==> config.mk <==
export PLATFORM = sky130hd
export DESIGN_NAME = decodeReg
export DESIGN_NICKNAME = d
export VERILOG_FILES = /design/src/hdl/pipePkg.sv /design/src/hdl/pipeRegs.sv
export SDC_FILE = /design/constraint.sdc
export NUM_CORES = 1
export LEC_CHECK = 0
export ABC_AREA = 0
export BUFFER_PORTS_ARGS = -buffer_cell sky130_fd_sc_hd__buf_2
export CAP_MARGIN = 0
export CORE_UTILIZATION = 51
export CTS_BUF_LIST = sky130_fd_sc_hd__clkbuf_8
export CTS_CLUSTER_SIZE = 14
export DETAILED_ROUTE_END_ITERATION = 10
export PLACE_DENSITY = 0.94
export SLEW_MARGIN = 0
export SYNTH_ARGS = -nofsm -noshare
export SYNTH_HDL_FRONTEND = slang
export SYNTH_SLANG_ARGS = --single-unit
==> constraint.sdc <==
create_clock -name clk -period 4.9 [get_ports clk]
set_clock_uncertainty 0.2 [all_clocks]
set_input_delay 0.49 -clock clk [delete_from_list [all_inputs] [get_ports clk]]
set_output_delay 0.49 -clock clk [all_outputs]
set_load 0.05 [all_outputs]
==> src/hdl/pipePkg.sv <==
package pipePkg;

    localparam int XLEN = 32;
    localparam int IdxW = 5;   // register index width.

    typedef enum logic [5:0] {
        opRtype    = 6'h00,
        opAddi     = 6'h08,
        opOri      = 6'h0d,
        opLui      = 6'h0f,
        opSpecial2 = 6'h1c   // holds mul.
    } opcode_e;

    typedef enum logic [5:0] {
        fnMul = 6'h02,
        fnAdd = 6'h20,
        fnSub = 6'h22,
        fnAnd = 6'h24,
        fnOr  = 6'h25,
        fnXor = 6'h26,
        fnSlt = 6'h2a
    } funct_e;

    typedef enum logic [2:0] {
        aluAdd, aluSub, aluAnd, aluOr, aluXor, aluSlt, aluLui, aluMul
    } aluOp_e;

    typedef struct packed {
        opcode_e         opcode;
        logic [IdxW-1:0] rs;
        logic [IdxW-1:0] rt;
        logic [IdxW-1:0] rd;
        logic [4:0]      shamt;
        funct_e          funct;
    } rFmt_t;

    typedef struct packed {
        opcode_e         opcode;
        logic [IdxW-1:0] rs;
        logic [IdxW-1:0] rt;
        logic [15:0]     imm;
    } iFmt_t;

    typedef union packed {
        rFmt_t rFmt;
        iFmt_t iFmt;
    } instrWord_u;

    typedef struct packed {
        logic       valid;
        instrWord_u word;
    } fetch_t;

    typedef struct packed {
        logic            valid;
        aluOp_e          op;
        logic [IdxW-1:0] rs;
        logic [IdxW-1:0] rt;
        logic            useRs;
        logic            useRt;   // low selects the immediate as operand b.
        logic [IdxW-1:0] rd;
        logic            wr;
        logic [XLEN-1:0] imm;
        logic            mul;
    } decoded_t;

    typedef struct packed {
        logic            valid;
        logic [IdxW-1:0] rd;
        logic            wr;
        logic            mul;
        logic [XLEN-1:0] result;
        logic [XLEN-1:0] srcA;
        logic [XLEN-1:0] srcB;
    } exec_t;

    typedef struct packed {
        logic            valid;
        logic [IdxW-1:0] rd;
        logic [XLEN-1:0] value;
    } retire_t;

endpackage

==> src/hdl/pipeRegs.sv <==
module decodeReg (
    input  logic                clk,
    input  logic                reset,
    input  logic                stall,
    input  logic                flush,
    input  pipePkg::fetch_t [1:0] in,
    output pipePkg::fetch_t [1:0] out
);
    import pipePkg::*;

    always_ff @(posedge clk, posedge reset)
    begin
        if (reset)
        begin
            out <= '0;
        end
        else if (flush)
        begin
            out <= '0;   // the incoming pair is dropped too.
        end
        else if (!stall)
        begin
            out <= in;
        end
    end

endmodule



# After elaboration in Yosys (flattened, before gate mapping)
# Index checks and enable logic that the tools add are counted.
# W data, S select, Z words.
# word_totals
wordCells	7
in_bits	70
regBits	66
# op_classes
eq_ne	1
mux	2
# op_table
cell	count
$mux W66	2
$ne A2 B1 Y1 const B	1

# Logic depth before layout (Yosys ltp)
# depth
depth_word	2
ltp_mapped	5

# Worst setup path after synthesis
# Ideal clock, no wire load.
# synth_path
path_type	input to register
start	in stall
end	reg out[0] (netlist bit)
t_arrival_ps	1063
path_stages	5
setup_slack_ps	3516
t_required_ps	4579
setup_time_ps	121
path_cell_list	buf_6 -> buf_12 -> buf_12 -> mux2i_1 -> nor2_1
# synth_via
elab_chain_cells	1
# synth_rtl
element	line_no	rtl
start, declared	pipeRegs.sv:4	input logic stall,
$ne A2 B1 Y1 (no source line)	-	
end signal, assigned	pipeRegs.sv:23	out <= in;
end, declared	pipeRegs.sv:7	output pipePkg::fetch_t [1:0] out
# No other way between the ends.
# A chain may end at the register's enable or synchronous reset.

# Worst setup path after layout
# layout_path
start	in stall
end	reg out[27] (netlist bit)
# The elaborated chain is that of the path after synthesis.

==> impl_results.md <==
* Pre-CTS setup slack at 2.87 ns
* Die ar. at 5630 µm²
* Hold Violations, Final at 0
* Most frequent cells in the layout: buf_2, mux2i_1, nor2_1, dfrtp_1, clkbuf_8
* Most flop-heavy register: out
* Startpoint types: primary input
* Slowest library cell on the worst path: buf_4
* DRC viols at 0
* Via-to-Cell Ratio at between 4 and 5
* DR pass1 iterations at 4
* Routed WL at 5.49 mm
* Slew headroom at 0.260
* Initial antenna violation count at 0
* Clk_lat worst skew at ~0.32 ns
* Reg2reg setup slack at 3.89 ns
* Top cell type's share of synthesized area at 0.607
* Syn Std Cell Area at approximately 2700 µm²
* R2R Path End: out[27]$_DFFE_PP0P_
* Critical Path Max Stage Delay at 0.77 ns
* First-pass GRT wire length at 8.11 mm
* Wl on met1 at 2.33 mm
* Uppermost layer routed: met4
* Num Clock Sinks at 66
* Path type of the worst setup path: primary input to flop
* Type of the most critical hold path: primary input to async pin
* Synth top area cells: dfrtp_1, mux2i_1, nor2_1, buf_12, buf_2
* Worst setup path endpoint: out[27]$_DFFE_PP0P_
* Vias at 2021
* R2R cell count at 2
* CTS tree: done
* Row count at 26
* Largest register FFs at 66
* Effective utilization at floorplan at 0.533
* DIE WIDTH at roughly 75 µm
* H-tree Lvls at 3
* Total CTS buffers at 9
* Post-synth top area cell: dfrtp_1
* I/O Pins at 136
* WL met2 at 2.67 mm
* Post-synth cell types at 9
* Share of cells above drive strength 1 at 0.436
* Critical Path, Cell by Cell: buf_4 -> mux2i_1 -> nor2_1
* CTS max path bufs at 2
* DIE HEIGHT at 75.0 µm
* Final HPWL DP at 3.73 mm
* Syn_area_per_cell at 12.7 µm²
* Final nets at about 420
* Crit. End Element: flop
* RSZ-0062 raised after global routing: no
* Period Utilization, post-route at 0.356
* Port Buffers at 135
* Antenna Violating Nets Remaining at 0
* Drt wl/cell at 13.0 µm
* Yosys reg bits at 66
* Crit-path max FO at 66
* DR iter-0 viols at 80
* PD cells at 375 nW/µm²
* Commonest non-fill, non-tap cell in the layout: buf_2
* Arrival @ worst endpoint at 1.71 ns
* Synth Instances at approximately 210
* Slew Limit Fails at 0
* Routed wl met3 at 437 µm
* Clock slew at reported path FFs at 0.07 ns
* Total congestion overflow at 0
* Antenna Cells at 0
* GRT Util Overall at 0.196
* Hold-fix buffers at CTS at 0
* Gpl congestion at 0.706
* CTS resizes at 0
* Syn nets at 284
* Max-cap viol count at 0
* Post-synthesis sequential area ratio at 0.607
* Largest registers: out: 66 flops
* CP startpoint: stall
* CP required at slightly below 5 ns
* Final setup vio count at 0
* Pin count of the biggest net entering global routing at 67
* Status: complete, no violations
* FMAX at 573 MHz
* TNS Setup at 0 ns
* Reg-to-reg startpoint: out[27]$_DFFE_PP0P_
* Post-layout min period at 1.74 ns
* Vias in the first global route at 1849
* Peak VDD IR at 0.250 mV
* Post-CTS setup buffers at 0
* Root Driver: clkbuf_8
* YS warnings at 0
* Area growth from synthesis to layout at 30.6%
* Static leakage at 2.12 nW
* Core Footprint at 5110 µm²
* Setup ws final at 3.16 ns
* Measured slew at the worst slew-check pin at 1.11 ns
==> per-layer routing <==
metal,up-vias,global-route usage
met4,0,0.0881
met3,6,0.0495
met5,-,0
met2,91,0.337
li1,968,-
met1,956,0.233
==> worst max-delay path, delay by kind of cell <==
kind / cells / cell delay (ns)
buffers and inverters: 1 / 0.77
muxes: 1 / 0.31
and+or+nand+nor: 1 / 0.07
==> cells by family (layout without fill, tap and decap cells) <==
logic type    Yosys count  count (layout)  synth area share
flops                  66              66             0.607
mux                    66              66             0.243
simple gates           66              66            0.0910
buf+inv                16             153            0.0593
==> metrics by stage <==
step | utilization | hold WS (ns) | instances | area [µm²] | power [W]
6_report | 0.696 | 0.185 | 421 | 3550 | 0.00133
5_1_grt | 0.696 | 0.200 | 421 | 3550 | 0.00139
4_1_cts | 0.696 | 0.193 | 421 | 3550 | 0.00135
3_5_place_dp | 0.653 | 0.310 | 405 | 3340 | 0.000857
3_3_place_gp | 0.653 | 0.299 | 405 | 3340 | 0.000851
2_1_floorplan | - | 0.443 | 214 | 2720 | 0.000792
==> cells in the mapped netlist (all sizes together) <==
library cell / n
inv: 1
buf: 12
clkbuf: 3
mux2i: 66
dfrtp: 66
nor2: 66
==> worst min-delay path by stage <==
stage / end / slack [ns] / cells past startpoint
global placement: out[31]$_DFFE_PP0P_ / 0.30 / 2
finish: out[22]$_DFFE_PP0P_ / 0.18 / 3
CTS: out[32]$_DFFE_PP0P_ / 0.19 / 3
global route: out[34]$_DFFE_PP0P_ / 0.20 / 3
detailed placement: out[24]$_DFFE_PP0P_ / 0.31 / 2
floorplan: out[0]$_DFFE_PP0P_ / 0.44 / 2
==> final cells by class <==
type / instances / area [µm²]
clock inverters: 6 / 80.1
flip-flops and latches: 66 / 1650
well taps: 70 / 87.6
inverters: 1 / 3.75
fillers: 387 / 1550
clock buffers: 10 / 138
multi-input cells: 132 / 908
repair buffers: 136 / 686
==> where the power goes <==
part	total, W	switching, W	internal (W)
Combinational	0.000254	0.000180	0.0000736
Sequential	0.000592	0.0000161	0.000575
Clock	0.000489	0.000192	0.000297
(Power assumes the default switching activity.)
