==> config.mk <==
export PLATFORM = sky130hd
export DESIGN_NAME = regFile
export DESIGN_NICKNAME = d
export VERILOG_FILES = /design/src/hdl/pipePkg.sv /design/src/hdl/regFile.sv
export SDC_FILE = /design/constraint.sdc
export NUM_CORES = 2
export LEC_CHECK = 0
export ABC_CLOCK_PERIOD_IN_PS = 42600
export BUFFER_PORTS_ARGS = -buffer_cell sky130_fd_sc_hd__clkbuf_2
export CAP_MARGIN = 20
export CORE_MARGIN = 2
export CORE_UTILIZATION = 31
export DETAILED_ROUTE_END_ITERATION = 7
export SLEW_MARGIN = 40
export SYNTH_ARGS = -nofsm -noshare
export SYNTH_HDL_FRONTEND = slang
export SYNTH_SLANG_ARGS = --single-unit
==> constraint.sdc <==
create_clock -name clk -period 42.6 [get_ports clk]
set_input_delay 8.52 -clock clk [delete_from_list [all_inputs] [get_ports clk]]
set_output_delay 8.52 -clock clk [all_outputs]
set_load 0.01 [all_outputs]
==> src/hdl/pipePkg.sv <==
package pipePkg;

    localparam int XLEN = 32;
    localparam int IdxW = 5;   // register index width.

    typedef enum logic [5:0] {
        opRtype    = 6'h00,
        opAddi     = 6'h08,
        opOri      = 6'h0d,
        opLui      = 6'h0f,
        opSpecial2 = 6'h1c   // holds mul.
    } opcode_e;

    typedef enum logic [5:0] {
        fnMul = 6'h02,
        fnAdd = 6'h20,
        fnSub = 6'h22,
        fnAnd = 6'h24,
        fnOr  = 6'h25,
        fnXor = 6'h26,
        fnSlt = 6'h2a
    } funct_e;

    typedef enum logic [2:0] {
        aluAdd, aluSub, aluAnd, aluOr, aluXor, aluSlt, aluLui, aluMul
    } aluOp_e;

    typedef struct packed {
        opcode_e         opcode;
        logic [IdxW-1:0] rs;
        logic [IdxW-1:0] rt;
        logic [IdxW-1:0] rd;
        logic [4:0]      shamt;
        funct_e          funct;
    } rFmt_t;

    typedef struct packed {
        opcode_e         opcode;
        logic [IdxW-1:0] rs;
        logic [IdxW-1:0] rt;
        logic [15:0]     imm;
    } iFmt_t;

    typedef union packed {
        rFmt_t rFmt;
        iFmt_t iFmt;
    } instrWord_u;

    typedef struct packed {
        logic       valid;
        instrWord_u word;
    } fetch_t;

    typedef struct packed {
        logic            valid;
        aluOp_e          op;
        logic [IdxW-1:0] rs;
        logic [IdxW-1:0] rt;
        logic            useRs;
        logic            useRt;   // low selects the immediate as operand b.
        logic [IdxW-1:0] rd;
        logic            wr;
        logic [XLEN-1:0] imm;
        logic            mul;
    } decoded_t;

    typedef struct packed {
        logic            valid;
        logic [IdxW-1:0] rd;
        logic            wr;
        logic            mul;
        logic [XLEN-1:0] result;
        logic [XLEN-1:0] srcA;
        logic [XLEN-1:0] srcB;
    } exec_t;

    typedef struct packed {
        logic            valid;
        logic [IdxW-1:0] rd;
        logic [XLEN-1:0] value;
    } retire_t;

endpackage

==> src/hdl/regFile.sv <==
module regFile #(
    parameter int NumRegs = 32
) (
    input  logic                                clk,
    input  logic                                reset,
    input  logic             [3:0][pipePkg::IdxW-1:0] rdIdx,
    output logic             [3:0][pipePkg::XLEN-1:0] rdData,
    input  pipePkg::retire_t [1:0]                    wr
);
    import pipePkg::*;

    logic [XLEN-1:0] regs [NumRegs];

    always_ff @(posedge clk, posedge reset)
    begin
        if (reset)
        begin
            for (int r = 0; r < NumRegs; r++)
                regs[r] <= '0;
        end
        else
        begin
            for (int w = 0; w < 2; w++)   // slot 1 written last and wins.
                if (wr[w].valid && (wr[w].rd != '0))
                    regs[wr[w].rd] <= wr[w].value;
        end
    end

    always_comb
    begin
        for (int p = 0; p < 4; p++)
        begin
            rdData[p] = regs[rdIdx[p]];
            for (int w = 0; w < 2; w++)
                if (wr[w].valid && (wr[w].rd == rdIdx[p]))
                    rdData[p] = wr[w].value;   // write-through.
            if (rdIdx[p] == '0)
                rdData[p] = '0;
        end
    end

endmodule

# [Yosys cells after proc, flatten, opt, wreduce, memory -nomap -nowiden]
# Cells that the tools add are included.
[word_totals] inputBits=98 mem_bits_rw=0 register_bits=1024 latch_bits=0 mem_bits_ro=0 n_memories=0
[op_classes] div=0 n_mul=0 n_bitwise=6 n_lt_le_gt_ge=8 addsub=0 n_reduce_logical=18 n_eq_ne=8 mux=32 n_shift=0
[ops] op="1024-bit bitwise mux" n=2
[ops] op="1024-bit two-way mux" n=2
[ops] op="32-bit two-way mux" n=22
[ops] op="32-bit binary-select mux with 5-bit select" n=4
[ops] op="32-bit demux with 5-bit select" n=2
[ops] op="5-bit equality test" n=8
[ops] op="6-bit >= comparator, second input constant" n=6
[ops] op="5-bit inverter with 6-bit output" n=6
[ops] op="5-bit logical NOT" n=4
[ops] op="1-bit logical AND" n=12
[ops] op="6-bit by 1-bit less-than comparator with 1-bit output, second input constant" n=2
[ops] op="5-bit nonzero test" n=2

# [Longest topological paths before layout]
[depth] ltp_word=9 ltp_mapped=10 depth_no_buf=5

# [Least setup slack after synthesis]
# OpenSTA, ideal clock, no wires.
[synth_path] path_type="input to output" start="in rdIdx[5] (netlist name)" end="out rdData[40] (netlist name)" stages=9 n_path_buf=4 arrival_ns=10.295 path_slack_ns=23.785 cell_sequence="buf_2 > buf_6 > buf_6 > buf_2 > mux4_2 > nand2_1 > o211a_1 > nor4_1 > a221o_1"
[synth_lines] element="start: declaration" line_no="regFile.sv:6" rtl="input logic [3:0][pipePkg::IdxW-1:0] rdIdx,"
[synth_lines] element="end: declaration" line_no="regFile.sv:7" rtl="output logic [3:0][pipePkg::XLEN-1:0] rdData,"

==> impl_metrics.tcl <==
set metrics [dict create \
    status "complete, no violations" \
    grt_pass1_wl_mm 549 \
    cts_resized 0 \
    crit_end "rdData[20]" \
    ys_seq_area_share_pct 31.1 \
    largest_reg_flops 1024 \
    critPathMaxStageDelay_ns 0.63 \
    synth_area_per_cell_um2 10.7 \
    dr_total_vias 74800 \
    ys.warnings.count 0 \
    first_pass_iters 7 \
    crit_arrival_ns 13.07 \
    start_kind "input pin" \
    die_area_um2 270000 \
    post-cts-setup-buffers 0 \
    max_slew_margin_pct 29.8 \
    std_cell_rows 189 \
    viasPerCell 6.87 \
    syn_inst 7694 \
    routed_wirelength_mm 398 \
    finalNonFillerCells 10900 \
    syn_nets 7792 \
    synthArstFlopShare_pct 100 \
    cts_inserted_buffers 113 \
    synth_area_um2 82400 \
    finalCritPeriodShare_pct 50.7 \
    grt_pass1_vias 70100 \
    regArea_um2 25600 \
    hold_buffers 0 \
    min_period_ns 21.59 \
    crit_start "rdIdx[0]" \
    drv_cap 0 \
    yosys_most_used_dff "dfrtp_1" \
    worstPathRequired_ns 34.08 \
    setup_viol 0 \
    start_util_pct 31.1 \
    skew_ns 0 \
    yosysUniqueCellTypes 54 \
    worstHoldStart "regs[1008]" \
    clk_pin_slew_worst_paths_ns 0.06 \
    tns_ns 0 \
    slowest_stage "buf_4" \
    ant_nets 0 \
    io_buffers 225 \
    worstSetupPathType "input pin to primary output" \
    path_cells "buf_8 -> buf_4 -> buf_4 -> xnor2_1 -> nand2_1 -> o21ai_4 -> buf_4 -> nor2b_4 -> buf_4 -> a221o_1 -> clkbuf_2" \
    antenna_found_initial 39 \
    r2r_cells 2 \
    dp_hpwl_mm 239 \
    avgRoutedWirePerCell_um 36.5 \
    syn_to_final_growth_pct 10.2 \
    die_w_um 520 \
    gp_congestion 0.974 \
    r2r_end "regs[921]" \
    synth_edf_count 0 \
    tightest_slew_ns 1.05 \
    grt-ovfl-total 0 \
    worst-path-max-fanout 66 \
    dp_cells 10600 \
    vdd_drop_max_mv 0.0420 \
    h-tree-depth 3 \
    cts-root-buf "clkbuf_16" \
    post-route-drc-count 0 \
    fin_nets 7319 \
    power_w 0.00398 \
    cellPowerDensity_nw_per_um2 43.8 \
    clk_latency_ns 0.79 \
    n_fill_cell 26100 \
    core_um2 265000 \
    reg2reg_slack_ns 41.71 \
    rsz0062_at_grt "false" \
    holdPathStages 0 \
    regMostFlops "regs" \
    endpoint_kind "primary output" \
    grt_usage_pct 28.2 \
    slew_viol_final 0 \
    path_common_cell "buf_4" \
    drive_above_1_share_pct 24.8 \
    hold_class "flip-flop to flip-flop" \
    multiInputGateArea_um2 53000 \
    die_h_um 520 \
    grt_max_degree 147 \
    reg_top3 "regs (1024)" \
    fin_hold_ws_ns 0.432 \
    ys_ff_latch 1024 \
    r2r-start "regs[921]" \
    cts.path.max_buffers 3 \
    fmax_mhz 46.3 \
    ios 226 \
    final_core_util_pct 34.3 \
    hold_viol_final 0 \
    power.leakage_nw 38.1 \
    numClockSinks 1024 \
    cts_tree "yes" \
    initialDrtViolationCount 13900 \
]
## routing by layer
metal,part of all wire [%],track usage (%),up-vias
li1,-,-,28700
met1,36,36.1,37400
met2,40,38.5,7177
met3,17,12.9,1583
met4,6.9,17.0,22
met5,0.086,0.158,-
## cell usage in the layout, fill, tap and decap left out, types with 14 or more instances in the layout
master / netlist / final
a211oi_1: 117 / 110
a211oi_2: 11 / 18
a21oi_1: 618 / 618
a221o_1: 127 / 127
a221oi_1: 120 / 120
a22o_1: 124 / 124
a32oi_1: 18 / 18
buf_16: 0 / 16
buf_2: 253 / 14
buf_4: 60 / 171
buf_6: 21 / 42
clkbuf_16: 0 / 117
clkbuf_2: 0 / 174
clkbuf_4: 1 / 18
clkbuf_8: 0 / 27
clkinv_2: 0 / 31
dfrtp_1: 1024 / 1024
diode_2: 0 / 41
mux2_2: 241 / 241
mux2i_1: 1350 / 1350
mux4_2: 780 / 780
nand2_1: 543 / 517
nand2_4: 0 / 14
nor2_1: 655 / 626
nor2_4: 0 / 28
nor4_1: 120 / 111
o211a_1: 120 / 120
o21ai_0: 384 / 384
o221ai_1: 125 / 125
xnor2_1: 36 / 36
## critical path, delay by kind of cell
family                    cells  cell delay [ns]
buffers and inverters         6             2.95
AOI/OAI and AO/OA             2             0.99
and+or+nand+nor               2             0.21
xor gates and xnor gates      1             0.19
## synth_stat cells, types with 18 or more instances
master	count	area [um^2]
a211oi_1	117	878
clkbuf_1	636	2390
buf_4	60	450
buf_1	76	285
a22o_1	124	1090
mux2_2	241	2710
a32oi_1	18	158
mux4_2	780	17600
dfrtp_1	1024	25600
xnor2_1	36	315
a21oi_1	618	3090
nand2_1	543	2040
o211a_1	120	1200
nor4_1	120	751
buf_6	21	236
o21ai_0	384	1920
a221o_1	127	1270
mux2i_1	1350	13500
buf_2	253	1270
nor2_1	655	2460
a221oi_1	120	1050
o221ai_1	125	1090
## area by class of cell
| class | instances | share of cell area, % |
|---|---|---|
| Antenna cell | 41 | 0.113 |
| Clock buffer | 154 | 3.64 |
| Clock inverter | 54 | 0.700 |
| Inverter | 6 | 0.0386 |
| Multi-Input combinational cell | 5617 | 58.4 |
| Sequential cell | 1024 | 28.2 |
| Tap cell | 3533 | 4.87 |
| Timing Repair Buffer | 459 | 4.07 |
## report_power, final
part / internal [W] / total, W / switching [W]
clock network: 0.000614 / 0.00109 / 0.000471
registers: 0.00123 / 0.00157 / 0.000339
logic: 0.000705 / 0.00133 / 0.000625
total: 0.00255 / 0.00398 / 0.00144
## worst min-delay path by stage
stage | to
after floorplan | regs[1000]
after global routing | regs[1011]
after CTS | regs[1021]
after detailed placement | regs[1021]
final | regs[1008]
after global placement | regs[995]
## through the flow
step                instance area (um^2)  setup slack, ns
global route                       90800            20.91
finish                             90800            21.01
floorplan                          82400             5.26
global placement                   85800            20.51
detailed placement                 86500            20.88
CTS                                90500            20.88
## cell families after synthesis
group                     after synthesis  synth area share [%]
and+or+nand+nor                      1421                  7.24
xor gates and xnor gates               40                 0.425
DFF                                  1024                  31.1
buffers and inverters                1053                  5.65
AOI/OAI and AO/OA                    1785                  14.6
muxes                                2371                  41.0
No activity file was read; power rests on OpenSTA's default activity.
