`src/hdl/pipePkg.sv`:
```
package pipePkg;

    localparam int XLEN = 32;
    localparam int IdxW = 5;   // register index width.

    typedef enum logic [5:0] {
        opRtype    = 6'h00,
        opAddi     = 6'h08,
        opOri      = 6'h0d,
        opLui      = 6'h0f,
        opSpecial2 = 6'h1c   // holds mul.
    } opcode_e;

    typedef enum logic [5:0] {
        fnMul = 6'h02,
        fnAdd = 6'h20,
        fnSub = 6'h22,
        fnAnd = 6'h24,
        fnOr  = 6'h25,
        fnXor = 6'h26,
        fnSlt = 6'h2a
    } funct_e;

    typedef enum logic [2:0] {
        aluAdd, aluSub, aluAnd, aluOr, aluXor, aluSlt, aluLui, aluMul
    } aluOp_e;

    typedef struct packed {
        opcode_e         opcode;
        logic [IdxW-1:0] rs;
        logic [IdxW-1:0] rt;
        logic [IdxW-1:0] rd;
        logic [4:0]      shamt;
        funct_e          funct;
    } rFmt_t;

    typedef struct packed {
        opcode_e         opcode;
        logic [IdxW-1:0] rs;
        logic [IdxW-1:0] rt;
        logic [15:0]     imm;
    } iFmt_t;

    typedef union packed {
        rFmt_t rFmt;
        iFmt_t iFmt;
    } instrWord_u;

    typedef struct packed {
        logic       valid;
        instrWord_u word;
    } fetch_t;

    typedef struct packed {
        logic            valid;
        aluOp_e          op;
        logic [IdxW-1:0] rs;
        logic [IdxW-1:0] rt;
        logic            useRs;
        logic            useRt;   // low selects the immediate as operand b.
        logic [IdxW-1:0] rd;
        logic            wr;
        logic [XLEN-1:0] imm;
        logic            mul;
    } decoded_t;

    typedef struct packed {
        logic            valid;
        logic [IdxW-1:0] rd;
        logic            wr;
        logic            mul;
        logic [XLEN-1:0] result;
        logic [XLEN-1:0] srcA;
        logic [XLEN-1:0] srcB;
    } exec_t;

    typedef struct packed {
        logic            valid;
        logic [IdxW-1:0] rd;
        logic [XLEN-1:0] value;
    } retire_t;

endpackage

```
`src/hdl/pipeRegs.sv`:
```


module commitReg (
    input  logic                 clk,
    input  logic                 reset,
    input  logic                 stall,
    input  logic                 flush,
    input  pipePkg::exec_t [1:0] in,
    output pipePkg::exec_t [1:0] out,
    output logic                 firstCycle
);
    import pipePkg::*;

    always_ff @(posedge clk, posedge reset)
    begin
        if (reset)
        begin
            out        <= '0;
            firstCycle <= 1'b1;
        end
        else if (flush)
        begin
            out        <= '0;
            firstCycle <= 1'b1;
        end
        else if (!stall)
        begin
            out        <= in;
            firstCycle <= 1'b1;
        end
        else
        begin
            firstCycle <= 1'b0;   // second cycle of a held operation.
        end
    end

endmodule


```
`src/hdl/commitStage.sv`:
```
module commitStage (
    input  logic                 clk,
    input  logic                 reset,
    input  logic                 stall,
    input  logic                 flush,
    input  pipePkg::exec_t [1:0] in,
    output pipePkg::exec_t [1:0] out,
    output logic                 firstCycle
);
    import pipePkg::*;

    localparam int Half = XLEN / 2;

    exec_t [1:0]                held;
    logic  [1:0][XLEN-1:0]      pLL;
    logic  [1:0][Half-1:0]      pLH;   // only the low half reaches the result.
    logic  [1:0][Half-1:0]      pHL;

    commitReg commitReg_inst (
        .clk        (clk),
        .reset      (reset),
        .stall      (stall),
        .flush      (flush),
        .in         (in),
        .out        (held),
        .firstCycle (firstCycle)
    );

    always_ff @(posedge clk)
    begin
        for (int i = 0; i < 2; i++)
        begin
            if (firstCycle && held[i].valid && held[i].mul)
            begin
                pLL[i] <= held[i].srcA[Half-1:0] * held[i].srcB[Half-1:0];
                pLH[i] <= held[i].srcA[Half-1:0] * held[i].srcB[XLEN-1:Half];
                pHL[i] <= held[i].srcA[XLEN-1:Half] * held[i].srcB[Half-1:0];
            end
        end
    end

    always_comb
    begin
        out = held;
        for (int i = 0; i < 2; i++)
        begin
            if (held[i].mul)
            begin
                out[i].mul    = firstCycle;   // flag stays up until the sum is valid.
                out[i].result = pLL[i] + {pLH[i] + pHL[i], {Half{1'b0}}};
            end
        end
    end

endmodule

```
`config.mk`:
```
export PLATFORM = sky130hd
export DESIGN_NAME = commitStage
export DESIGN_NICKNAME = d
export VERILOG_FILES = /design/src/hdl/pipePkg.sv /design/src/hdl/pipeRegs.sv /design/src/hdl/commitStage.sv
export SDC_FILE = /design/constraint.sdc
export NUM_CORES = 2
export LEC_CHECK = 0
export ABC_AREA = 1
export ABC_CLOCK_PERIOD_IN_PS = 15900
export BUFFER_PORTS_ARGS = -buffer_cell sky130_fd_sc_hd__buf_2
export CAP_MARGIN = 10
export CORE_ASPECT_RATIO = 0.75
export CORE_UTILIZATION = 65
export DETAILED_ROUTE_END_ITERATION = 8
export PLACE_DENSITY_LB_ADDON = 0.05
export REMOVE_ABC_BUFFERS = 1
export SYNTH_ARGS = -nofsm -noshare
export SYNTH_HDL_FRONTEND = slang
export SYNTH_SLANG_ARGS = --single-unit
export TNS_END_PERCENT = 10
```
`constraint.sdc`:
```
create_clock -name clk -period 15.9 [get_ports clk]
set_clock_uncertainty 0.1 [all_clocks]
set_input_delay 2.385 -clock clk [delete_from_list [all_inputs] [get_ports clk]]
set_output_delay 2.385 -clock clk [all_outputs]
set_load 0.05 [all_outputs]
```
== Word level (Yosys, flattened, before mapping) ==
Cells that the tools add are included.

* Flip-flop bits (word level): 337
* Word-level logic and storage cells: 42
* Output and inout port bits: 209

* $mul: 6
* Reduce and logical (&&, ||, !) cells: 4
* Multiplexer cells: 6
* $add $sub $neg: 4
* Equality and inequality tests: 1

{| class="wikitable"
|+ Operators with widths
! kind !! count
|-
| $mux 208 || 2
|-
| $mux 33 || 2
|-
| $add 32x32->32 || 2
|-
| $mul 16x16->16 || 4
|-
| $mul 16x16->32 || 2
|-
| $add 16x16->16 || 2
|-
| $logic_and 1x1->1 || 4
|-
| $mux 1 || 2
|-
| $ne 2x1->1 const B || 1
|}

== Depth between registers and ports, before layout ==
* Word-level depth: 3
* Gate-level depth with buffers: 30
* Depth with buffers taken out: 28

== Cells and area by module ==
From an unflattened synthesis, not the netlist that was laid out.

* Cell total of the unflattened synthesis: 6521
* Area total of the unflattened synthesis: 50433.4 um2

{| class="wikitable"
|+ Modules (own cells, without submodules)
! module !! instances !! sequential area each (um2) !! cells each !! area an instance (um2)
|-
| commitStage || 1 || 3843.7 || 5616 || 42236.8
|-
| commitReg || 1 || 5231.3 || 905 || 8196.6
|}

== Worst setup path after synthesis ==
OpenSTA, ideal clock, no wires.

* Kind: register -> output
* Start point: reg pLH[16] (netlist name)
* End point: out out[195] (netlist name)
* Stages on the path, launching flop included: 20
* Slack: 9.591 ns
* Data arrival time: 3.824 ns
* Path through: edfxtp_1 -> ha_1 -> fa_1 -> nand3_1 -> nand3_1 -> nand2_1 -> nand3_1 -> nand2_1 -> nand2_1 -> a21oi_1 -> xor2_1 -> inv_1 -> ha_1 -> nand2_1 -> nand2_1 -> o21bai_1 -> nand3b_1 -> nand2_1 -> inv_1 -> o31ai_1

{| class="wikitable"
|+ RTL lines
! what !! RTL line !! RTL
|-
| start: declaration || commitStage.sv:16 || <nowiki>logic [1:0][Half-1:0] pLH;</nowiki>
|-
| start signal: indexed assignment || commitStage.sv:36 || <nowiki>pLH[i] <= held[i].srcA[Half-1:0] * held[i].srcB[XLEN-1:Half];</nowiki>
|-
| end: declaration || commitStage.sv:7 || <nowiki>output pipePkg::exec_t [1:0] out,</nowiki>
|}

==> flow_summary.yaml <==
status:
  outcome: "finished, violations left"
  violations: "DRC"
layout:
  final_util_pct: 69.8
  syn2layout_area_growth_pct: 5.85
  final_cells: 7913
  mostFrequentLayoutCells: "1796 x nand2_1, 1659 x inv_1, 712 x fa_1"
  nets: 8219
  stdcell_area_um2: 55100
  area.sequential_um2: 9080
  drive_gt1_share_pct: 9.26
  n_fill_cell: 6719
  final_common_cell: "nand2_1"
  multi_input_area_um2: 34300
timing:
  period_share_pct: 42.8
  worst_slack_ns: 9.10
  fmax_mhz: 147
  report.final.hold_viol_count: 0
  setup_viol: 0
  whs_ns: 0.407
  tightest_slew_ns: 1.34
  relSlewSlack_pct: 10.7
  final.setup.tns_ns: 0
  drv_slew: 0
  min_period_ns: 6.80
  rsz0062_at_grt: "false"
logic_synthesis:
  ys_seq_elements: 337
  syn_area_um2: 52100
  ys.warnings.count: 0
  synth-edff-count: 128
  synthesis.instances: 6762
  avgSynthCellArea_um2: 7.70
  async_flop_share_pct: 62.0
  synthFlopType: "dfrtp_1"
  synth.distinct_cells: 58
  yosysSeqAreaShare_pct: 17.4
route:
  dr_wl_met3_um: 18400
  vias: 43279
  met2_length_um: 58100
  route.layer.met1.wl_um: 65400
  drc: 52
  routedWlPerCell_um: 18.3
  wl_um: 145000
  via_per_inst: 5.47
  topRoutingLayerUsed: "met5"
  first_iter_violations: 4223
  drtAntennaViolNets: 0
  first_pass_iters: 8
clock_tree:
  cts_sinks: 337
  ctsHoldBuffers: 0
  cts_max_path_buffers: 3
  path_clk_slew_ns: 0.06
  cts_root_buffer: "clkbuf_16"
  post_cts_resized: 0
  htree_levels: 2
  cts_tree: "done"
  cts_buffers: 42
  clock_latency_ns: 0.62
  post-cts-setup-buffer-count: 0
flow_run:
  maxCapViolCount: 0
placed_design:
  dpl.cell_count: 7833
  preCtsSetupSlack_ns: 9.52
  port_buffers: 420
  dp_hpwl_um: 110000
  place_area_um2: 53600
  gp_congestion: 0.974
hold_path:
  hold_path.class: "flip-flop to flip-flop"
die:
  start_util_pct: 66.0
  core_um2: 79000
  die_x_um: 329
  die-area_um2: 81300
  rows: 89
  dieHeight_um: 247
  ios: 421
worst_setup_path:
  cp-start-kind: "flip-flop"
  end_kind: "output pin"
  cp.required_ns: 13.41
  critical_path_class: "flip-flop to output pin"
  crit_arrival_ns: 4.32
  crit_path_max_fanout: 6
global_routing:
  grt_first_pass_wirelength_um: 230000
  grt_pass1_vias: 42182
  antenna_found_initial: 2
  grt_usage_pct: 36.2
  grt_overflow: 0
  grt_max_degree: 161
power_and_ir_drop:
  power_mw: 3.80
  power.density_nw_per_um2: 68.9
  ir_drop_mv: 0.0840
  static-leakage-power_nw: 32.8
-- cell type report --
| type | instances | area share (%) |
|---|---|---|
| Inverter | 1669 | 11.4 |
| Antenna cell | 2 | 0.00908 |
| Clock inverter | 29 | 0.608 |
| Clock buffer | 49 | 2.06 |
| Sequential cell | 337 | 16.5 |
| Tap cell | 1046 | 2.37 |
| Multi-Input combinational cell | 4290 | 62.3 |
| Timing Repair Buffer | 491 | 4.80 |
-- cells in the mapped netlist (4+ instances only) --
cell,number,share of area [%]
nor3_2,4,0.077
o21ai_1,11,0.11
a21oi_2,8,0.13
o21ai_0,234,2.2
buf_4,164,2.4
nand3_1,472,4.5
xor2_1,105,1.8
o21a_1,10,0.14
a31oi_1,5,0.060
edfxtp_1,128,7.4
buf_1,33,0.24
clkbuf_1,222,1.6
inv_2,6,0.043
a21o_1,18,0.26
ha_1,464,11
o21bai_1,7,0.10
nor2_1,106,0.76
a21oi_1,151,1.5
dfrtp_1,208,10
inv_1,1660,12
nand2_2,19,0.23
buf_2,45,0.43
nand3b_1,22,0.32
nand4_1,18,0.22
nand3_2,7,0.13
fa_1,712,27
xnor2_1,53,0.89
o31ai_1,6,0.086
nor2_2,6,0.072
nor3_1,18,0.17
nand2_1,1797,13
-- flip-flops by register name (all words and copies together), names as in the netlist --
register                   count
commitReg_inst.out           208
pLL                           64
pLH                           32
commitReg_inst.firstCycle      1
pHL                           32
-- power by group --
part	internal [mW]	total, mW	switching [mW]
sequential	0.983	1.08	0.0935
combinational	0.541	1.67	1.13
clock	0.589	1.05	0.465
-- metal layers --
metal  track usage (%)  vias to the layer above
met5                 0                        -
met4              7.06                        2
met3              8.60                      208
met2              50.6                     2137
met1              56.9                    20841
li1                  -                    20091
-- worst max-delay path: stages, from the launching register on --
cell and delay (ns):
edfxtp_1 0.38, ha_1 0.22, fa_1 0.42, nand3_1 0.10
nand3_1 0.16, nand2_1 0.11, nand3_1 0.11, nand2_1 0.08
nand2_1 0.05, a21oi_1 0.15, xor2_1 0.16, inv_1 0.07
ha_1 0.36, nand2_1 0.09, nand2_1 0.08, o21bai_1 0.18
a21oi_1 0.20, nand3_1 0.12, nand2_1 0.14, o21ai_0 0.08
o21ai_1 0.15, buf_2 0.27
-- worst paths after layout --
path,startpoint,end,slack [ns],cells after the start
worst max-delay path,pHL[16],out[199],9.10,21
worst min-delay path,commitReg_inst.out[6],commitReg_inst.out[6],0.41,2
worst max register to register,commitReg_inst.out[39],pLL[25],9.36,19
worst min register to register,commitReg_inst.out[6],commitReg_inst.out[6],0.41,2
max in group asynchronous,reset,commitReg_inst.out[96],12.13,4
min in group asynchronous,reset,commitReg_inst.out[155],1.66,2
-- cell families (layout without fill, tap and decap cells) --
group / after synthesis / count (layout) / synth area share, %
AO/OA/AOI/OAI: 476 / 476 / 5.08
XOR/XNOR: 159 / 159 / 2.69
adder cells (fa/ha/maj): 1176 / 1176 / 38.5
buffers and inverters: 2135 / 2238 / 16.7
flip-flops: 337 / 337 / 17.4
other: 0 / 2 / 0
AND/OR/NAND/NOR: 2479 / 2479 / 19.6
No activity file was read; power rests on OpenSTA's default activity.
