--- src/hdl/pipePkg.sv ---
package pipePkg;

    localparam int XLEN = 32;
    localparam int IdxW = 5;   // register index width.

    typedef enum logic [5:0] {
        opRtype    = 6'h00,
        opAddi     = 6'h08,
        opOri      = 6'h0d,
        opLui      = 6'h0f,
        opSpecial2 = 6'h1c   // holds mul.
    } opcode_e;

    typedef enum logic [5:0] {
        fnMul = 6'h02,
        fnAdd = 6'h20,
        fnSub = 6'h22,
        fnAnd = 6'h24,
        fnOr  = 6'h25,
        fnXor = 6'h26,
        fnSlt = 6'h2a
    } funct_e;

    typedef enum logic [2:0] {
        aluAdd, aluSub, aluAnd, aluOr, aluXor, aluSlt, aluLui, aluMul
    } aluOp_e;

    typedef struct packed {
        opcode_e         opcode;
        logic [IdxW-1:0] rs;
        logic [IdxW-1:0] rt;
        logic [IdxW-1:0] rd;
        logic [4:0]      shamt;
        funct_e          funct;
    } rFmt_t;

    typedef struct packed {
        opcode_e         opcode;
        logic [IdxW-1:0] rs;
        logic [IdxW-1:0] rt;
        logic [15:0]     imm;
    } iFmt_t;

    typedef union packed {
        rFmt_t rFmt;
        iFmt_t iFmt;
    } instrWord_u;

    typedef struct packed {
        logic       valid;
        instrWord_u word;
    } fetch_t;

    typedef struct packed {
        logic            valid;
        aluOp_e          op;
        logic [IdxW-1:0] rs;
        logic [IdxW-1:0] rt;
        logic            useRs;
        logic            useRt;   // low selects the immediate as operand b.
        logic [IdxW-1:0] rd;
        logic            wr;
        logic [XLEN-1:0] imm;
        logic            mul;
    } decoded_t;

    typedef struct packed {
        logic            valid;
        logic [IdxW-1:0] rd;
        logic            wr;
        logic            mul;
        logic [XLEN-1:0] result;
        logic [XLEN-1:0] srcA;
        logic [XLEN-1:0] srcB;
    } exec_t;

    typedef struct packed {
        logic            valid;
        logic [IdxW-1:0] rd;
        logic [XLEN-1:0] value;
    } retire_t;

endpackage

--- src/hdl/execUnit.sv ---
module execUnit (
    input  pipePkg::decoded_t [1:0]                    issued,
    output logic              [3:0][pipePkg::IdxW-1:0] rdIdx,
    input  logic              [3:0][pipePkg::XLEN-1:0] rdData,
    input  pipePkg::exec_t    [1:0]                    commitFwd,
    input  pipePkg::exec_t    [1:0]                    retireFwd,
    output pipePkg::exec_t    [1:0]                    execOut
);
    import pipePkg::*;

    function automatic logic hit(exec_t e, logic [IdxW-1:0] idx);
        return e.valid && e.wr && (e.rd == idx) && (idx != '0);
    endfunction

    // later matches override earlier ones, so C slot 1 ends up youngest.
    function automatic logic [XLEN-1:0] forward(logic [IdxW-1:0] idx,
                                                logic [XLEN-1:0] rfVal,
                                                exec_t [1:0] cFwd,
                                                exec_t [1:0] rFwd);
        logic [XLEN-1:0] val;
        val = rfVal;
        for (int s = 0; s < 2; s++)
            if (hit(rFwd[s], idx))
                val = rFwd[s].result;
        for (int s = 0; s < 2; s++)
            if (hit(cFwd[s], idx) && !cFwd[s].mul)   // pending product is not ready.
                val = cFwd[s].result;
        return val;
    endfunction

    assign rdIdx = {issued[1].rt, issued[1].rs, issued[0].rt, issued[0].rs};

    always_comb
    begin
        logic [XLEN-1:0] a;
        logic [XLEN-1:0] b;
        execOut = '0;
        for (int i = 0; i < 2; i++)
        begin
            a = forward(issued[i].rs, rdData[2*i], commitFwd, retireFwd);
            b = issued[i].useRt ? forward(issued[i].rt, rdData[2*i+1], commitFwd, retireFwd)
                                : issued[i].imm;
            execOut[i].valid = issued[i].valid;
            execOut[i].rd    = issued[i].rd;
            execOut[i].wr    = issued[i].wr;
            execOut[i].mul   = issued[i].mul;
            execOut[i].srcA  = a;
            execOut[i].srcB  = b;
            case (issued[i].op)
                aluAdd:  execOut[i].result = a + b;
                aluSub:  execOut[i].result = a - b;
                aluAnd:  execOut[i].result = a & b;
                aluOr:   execOut[i].result = a | b;
                aluXor:  execOut[i].result = a ^ b;
                aluSlt:  execOut[i].result = {{(XLEN-1){1'b0}}, $signed(a) < $signed(b)};
                aluLui:  execOut[i].result = b;
                default: execOut[i].result = '0;   // mul finishes in C.
            endcase
        end
    end

endmodule

--- config.mk ---
export PLATFORM = sky130hd
export DESIGN_NAME = execUnit
export DESIGN_NICKNAME = d
export VERILOG_FILES = /design/src/hdl/pipePkg.sv /design/src/hdl/execUnit.sv
export SDC_FILE = /design/constraint.sdc
export NUM_CORES = 1
export LEC_CHECK = 0
export BUFFER_PORTS_ARGS = -buffer_cell sky130_fd_sc_hd__buf_2
export CELL_PAD_IN_SITES_DETAIL_PLACEMENT = 2
export CELL_PAD_IN_SITES_GLOBAL_PLACEMENT = 2
export CORE_AREA = 2 2 339 341
export DETAILED_ROUTE_END_ITERATION = 10
export DIE_AREA = 0 0 341 343
export GPL_TIMING_DRIVEN = 0
export PLACE_DENSITY = 0.69
export SLEW_MARGIN = 0
export SYNTH_ARGS = -nofsm -noshare
export SYNTH_HDL_FRONTEND = slang
export SYNTH_SLANG_ARGS = --single-unit
export TNS_END_PERCENT = 100
--- constraint.sdc ---
create_clock -name vclk -period 16.4
set_input_delay 1.64 -clock vclk [all_inputs]
set_output_delay 1.64 -clock vclk [all_outputs]
set_load 0.1 [all_outputs]
# Yosys cells after proc, flatten, opt, wreduce, memory -nomap -nowiden
# Cells that the tools add are included.
[totals] regBits=0 in_bits=654 wordCells=112
[op_classes] addsub=4 magnitude_cmp=2 eq_ne=28 n_mux=20 n_bitwise=6 reduce_logical=52
[ops] operator="2-to-1 mux 32 bit" n=18
[ops] operator="one-hot mux 32 bit (7 select lines)" n=2
[ops] operator="equality test 5 bit" n=16
[ops] operator="adder 32 bit" n=2
[ops] operator="bitwise AND 32 bit" n=2
[ops] operator="< comparator 32 bit" n=2
[ops] operator="OR 32 bit" n=2
[ops] operator="subtractor 32 bit" n=2
[ops] operator="bitwise XOR 32 bit" n=2
[ops] operator="logical AND 1 bit" n=44
[ops] operator="nonzero test 5 bit" n=4
[ops] operator="equality test 3 bit (second input constant)" n=6
[ops] operator="equality test 3 x 2 -> 1 bit (second input constant)" n=4
[ops] operator="equality test 3 x 1 -> 1 bit (second input constant)" n=2
[ops] operator="zero test 3 bit" n=2
[ops] operator="zero test 1 bit" n=2

# Depth between registers and ports, before layout
# Gate-level depths: netlist of the first run.
[logic_depth] ltp_word=10 ltp_mapped=26 depth_no_buf=21

# Least setup slack after synthesis of the first run
# No wires, ideal clock.
[synth_path] path_type="input to output" from="input issued[42] (netlist bit)" to="output execOut[88] (netlist bit)" arrival_ns=10.243 required_ns=14.760 path_slack_ns=4.517 path_stages=25 n_path_buf=4 cell_sequence="buf_2 or4_4 o211ai_2 nor2_1 buf_6 buf_2 mux2i_1 a211oi_1 a21oi_1 nor2_1 a21oi_1 o21ai_0 inv_1 ha_1 clkbuf_1 nor2b_1 o221ai_1 a311oi_1 a211oi_1 o311a_1 a21oi_1 a31oi_1 o22ai_1 nor3b_1 o21ai_0"
[synth_rtl] element="start, declared" line="execUnit.sv:2" text="input pipePkg::decoded_t [1:0] issued,"
[synth_rtl] element="end, declared" line="execUnit.sv:7" text="output pipePkg::exec_t [1:0] execOut"

==> impl_metrics.ini, run 1 <==
[run_status]
outcome = finished with violations
violations = max-capacitance violations

[worst_setup_path]
cp-start-kind = input pin
worstPathArrival_ps = 9510
worst_path_largest_cell_delay_ps = 810
critPathKind = input pin to primary output
cp.required_ps = 14760
crit_slowest_cell = clkbuf_1
path_delay_family = compound AO/OA/AOI/OAI gates
critPathCaptureType = primary output
cp_max_fo = 10
crit_path_frequent_cell = clkbuf_1
timing.critical_path.buf_inv = 7
crit_chain = clkbuf_1 > xnor2_1 > nand2_1 > nor4_1 > clkbuf_1 > clkbuf_1 > buf_1 > a21oi_1 > o21ai_0 > inv_1 > ha_1 > clkbuf_1 > nor2b_1 > o221ai_1 > a311oi_1 > a211oi_1 > o311a_1 > o21ai_1 > o221ai_1 > o31ai_1 > nand2_1 > o21ai_1 > buf_2

[route]
dr_wl_met2_microns = 78600
wl_microns = 177000
route.detailed.drc = 0
first_iter_violations = 2760
wl_met3_microns = 20300
final_antenna_net_count = 0
detail_route.wl_per_cell_microns = 35.7
top_layer_used = met5
drt-met1-wl_microns = 73200
drt-pass1-iter-count = 6
num_vias = 27000
vias_per_cell = 5.45

[min_path]
hold_path_class = input pin to primary output

[yosys]
yosysUniqueCellTypes = 93
syn_area_sq_um = 18200
synth_area_per_cell_sq_um = 6.40
ys_warn_count = 0
ys_seq_area_share_pct = 0
synth_fp_nets = 3721
synthCells = 2849

[grt]
antenna_found_initial = 42
grt_max_degree = 11
grt_pass1_wl_microns = 234000
grt-ovfl-total = 0
grtUsageTotal_pct = 28.7
grt_pass1_vias = 27000

[die]
die_x_microns = 341
core_area_sq_um = 113000
rows = 124
initial_core_util_pct = 16.1
ios = 882
die-area_sq_um = 117000
die-height_microns = 343

[timing]
hold_viol = 0
clock.fmax_ghz = 0.0897
max_slew_margin_pct = 0.611
final.min_clock_period_ps = 11150
rsz0062_at_grt = no
fin_setup_tns_ps = 0
slew_violations = 0
period_share_pct = 68.0
final-setup-viol-count = 0
tightestPinTransition_ps = 1490

[final_layout]
design.seq.count = 0
multi_input_area_sq_um = 16200
nNetsFinal = 4300
regArea_sq_um = 0
synthToLayoutAreaGrowth_pct = 26.8
n_clock_buffer = 0
drive_gt1_share_pct = 21.2
nFillCells = 13900

[clocking]
cts_setup_buffers = 0
cts_resized = 0
cts_hold_repair.buffers = 0

[place]
place.gp.congestion = 1.02
port_buffers = 573
dp_hpwl_microns = 153000

[flow_run]
drv_cap = 1
cell usage in the layout, fill, tap and decap left out, types with 13 or more instances in the layout:
cell type	instances
a211o_1	13
a211oi_1	154
a21o_1	42
a21oi_1	321
a221oi_1	16
a31oi_1	15
buf_1	23
buf_2	611
buf_4	42
clkbuf_1	157
diode_2	20
ha_1	214
inv_1	224
mux2i_1	171
nand2_1	209
nand2b_1	25
nand3_1	37
nand4_1	20
nor2_1	320
nor2b_1	39
nor3_1	43
o211ai_1	30
o21a_1	42
o21ai_0	166
o21ai_1	23
o21bai_1	26
o221ai_1	26
o22ai_1	35
or3_1	20
xnor2_1	91
xor2_1	21
kinds of logic (layout without fill, tap and decap cells):
group / Yosys count / count (layout) / share of synthesized area (%)
mux: 179 / 179 / 10.0
buf+inv: 493 / 1070 / 11.5
xor+xnor: 112 / 112 / 5.38
other cells: 0 / 20 / 0
compound gates: 1050 / 1050 / 37.9
simple gates: 797 / 797 / 20.2
fa+ha+maj: 218 / 218 / 15.1
layer usage:
metal	vias to the layer above	global-route usage, %
li1	11400	-
met1	13700	37.2
met2	1648	46.4
met3	266	8.64
met4	18	6.47
met5	-	0
area by class of cell:
| type | count | share of cell area [%] |
|---|---|---|
| Antenna cell | 20 | 0.216 |
| Buffer | 264 | 5.34 |
| Inverter | 229 | 3.72 |
| Multi-Input combinational cell | 2356 | 70.0 |
| Tap cell | 1512 | 8.18 |
| Timing Repair Buffer | 577 | 12.6 |
path summary, 6_finish.rpt:
path	slack [ps]	start	to	cells after the start
max	5250	commitFwd[205]	execOut[94]	23
min	3660	issued[55]	execOut[200]	2
cell usage after synthesis (all sizes together), types with 43 or more instances:
cell type | instances | area, sq um
nor3 | 43 | 215
mux2i | 171 | 1710
ha | 214 | 2680
a21oi | 324 | 1630
o21ai | 190 | 955
nand2 | 209 | 785
buf | 107 | 644
nor2 | 322 | 1220
xnor2 | 91 | 797
a211oi | 157 | 1190
clkbuf | 157 | 589
inv | 227 | 852
through the flow:
stage	hold WS [ps]	area, sq um	std cells	util [%]	worst slack (ps)
after detailed placement	3660	23100	4938	20.3	5290
after floorplan	3490	18200	2849	-	4520
final	3660	23100	4958	20.4	5250
after CTS	3660	23100	4938	20.3	5270
after global routing	3670	23100	4944	20.4	4850
after global placement	3660	23000	4934	20.3	4860
==> run 2: changes to the inputs <==
--- a/config.mk
+++ b/config.mk
@@ -8,11 +8,11 @@
 export BUFFER_PORTS_ARGS = -buffer_cell sky130_fd_sc_hd__buf_2
 export CELL_PAD_IN_SITES_DETAIL_PLACEMENT = 2
 export CELL_PAD_IN_SITES_GLOBAL_PLACEMENT = 2
-export CORE_AREA = 2 2 339 341
+export CORE_AREA = 2 2 343 345
 export DETAILED_ROUTE_END_ITERATION = 10
-export DIE_AREA = 0 0 341 343
+export DIE_AREA = 0 0 345 347
 export GPL_TIMING_DRIVEN = 0
-export PLACE_DENSITY = 0.69
+export PLACE_DENSITY = 0.68
 export SLEW_MARGIN = 0
 export SYNTH_ARGS = -nofsm -noshare
 export SYNTH_HDL_FRONTEND = slang
==> constraint.sdc (replaced) <==
create_clock -name vclk -period 11.02
set_input_delay 1.102 -clock vclk [all_inputs]
set_output_delay 1.102 -clock vclk [all_outputs]
set_load 0.1 [all_outputs]
==> run 2 against run 1 <==
Net effect: the run ends with max-capacitance violations, max-slew violations left; hold slack lost 1100 ps; via count grew 0.19%; first-iteration DRC count shrank 0.69%; final cell count grew 0.14%; setup slack lost 4500 ps; sequential cell count is the same; clock-buffer cell count is the same; non-clock buffer count grew 1; critical path depth shrank 3; utilization shrank 0.39 points; global-route usage grew 0.16 points.
==> impl_metrics.ini, run 2 (same netlist as run 1, synthesis figures left out) <==
[timing]
clock.fmax_ghz = 0.0978
layout_setup_ws_ps = 792
slew_violations = 1
final-setup-viol-count = 0
hold_viol = 0
max_slew_margin_pct = -0.0932
rsz0062_at_grt = no
period_share_pct = 92.8
whs_ps = 2590
final.min_clock_period_ps = 10230
tightestPinTransition_ps = 1490
fin_setup_tns_ps = 0

[pwr]
clockPowerShare_pct = 0
combPwrFrac_pct = 100.0
internal_power_uw = 496
leakage_uw = 0.00996
vdd_drop_max_mv = 0.0798
p_sw_share_pct = 77.0
p_seq_share_pct = 0
p_per_area_nw_per_um2 = 93.1
p_sw_uw = 1660

[route]
final_antenna_net_count = 0
wl_microns = 182000
detail_route.wl_per_cell_microns = 36.6
vias_per_cell = 5.45
first_iter_violations = 2741
route.detailed.drc = 0
num_vias = 27100
drt-pass1-iter-count = 5

[worst_setup_path]
critPathKind = input pin to primary output
cp.required_ps = 9920
worstPathArrival_ps = 9130
critPathCaptureType = primary output
cp-start-kind = input pin
cp_max_fo = 10

[final_layout]
n_clock_buffer = 0
layout_common_cells = buf_2 (611), a21oi_1 (321), nor2_1 (319)
regArea_sq_um = 0
drive_gt1_share_pct = 21.3
final_util_pct = 20.0
design.seq.count = 0
nNetsFinal = 4301
final_common_cell = buf_2
synthToLayoutAreaGrowth_pct = 26.9

[die]
die-area_sq_um = 120000
core_area_sq_um = 116000
die_x_microns = 345
rows = 125
die-height_microns = 347
initial_core_util_pct = 15.8
ios = 882

[place]
post-place-ws_ps = 1080
port_buffers = 573
dp_hpwl_microns = 157000
place.gp.congestion = 1.02

[run_status]
violations = max-capacitance violations, max-slew violations
outcome = finished with violations

[clocking]
cts_resized = 0
cts_setup_buffers = 0
cts_hold_repair.buffers = 0

[grt]
antenna_found_initial = 52
grtUsageTotal_pct = 28.8
grt_max_degree = 11
grt_pass1_wl_microns = 242000
grt-ovfl-total = 0
grt_pass1_vias = 27100

[min_path]
hold_path_class = input pin to primary output

[flow_run]
drv_cap = 1
-- run 2: worst paths after layout --
check / start / endpoint / slack [ps] / cells past startpoint
min: issued[0] / execOut[96] / 2590 / 2
max: commitFwd[205] / execOut[95] / 790 / 20
-- run 2: per-stage QoR --
step           total power (uW)  cell area, sq um  cells
2_1_floorplan              1420             18200   2849
3_3_place_gp               2090             23000   4946
3_5_place_dp               2110             23100   4951
4_1_cts                    2110             23100   4951
5_1_grt                    2240             23100   4958
6_report                   2160             23100   4965
-- run 2: worst max-delay path, stage by stage --
cell and delay, ps:
clkbuf_1 310, xnor2_1 180, nand2_1 110, nor4_1 470, clkbuf_1 830, clkbuf_1 780
buf_1 550, a21oi_1 240, o21ai_0 430, inv_1 130, ha_1 310, clkbuf_1 270
nor2_1 140, a221oi_2 480, o21bai_1 340, a22o_1 380, a311oi_1 790, a311oi_1 230
a21oi_1 480, buf_2 530
-- run 2: final cells by class --
cell class	count	area, sq um
repair buffers	578	2920
diodes	14	35.0
plain buffers	264	1230
inverters	229	860
multi-input cells	2356	16200
well taps	1524	1910
fillers	14300	92600
-- run 2: metal layers --
layer	vias to the layer above	track usage, %	share of wire (%)
met5	-	0	0.11
met2	1598	46.0	44
met1	13700	37.2	42
met4	32	8.00	3.3
met3	292	8.86	11
li1	11400	-	-
-- run 2: power by group through the flow --
| stage | sequential, uW | combinational (uW) | clock [uW] |
|---|---|---|---|
| floorplan | 0 | 1420 | 0 |
| global placement | 0 | 2090 | 0 |
| detailed placement | 0 | 2110 | 0 |
| CTS | 0 | 2110 | 0 |
| global route | 0 | 2240 | 0.0000853 |
| finish | 0 | 2160 | 0.000172 |
Power figures use the tool's default switching activity.
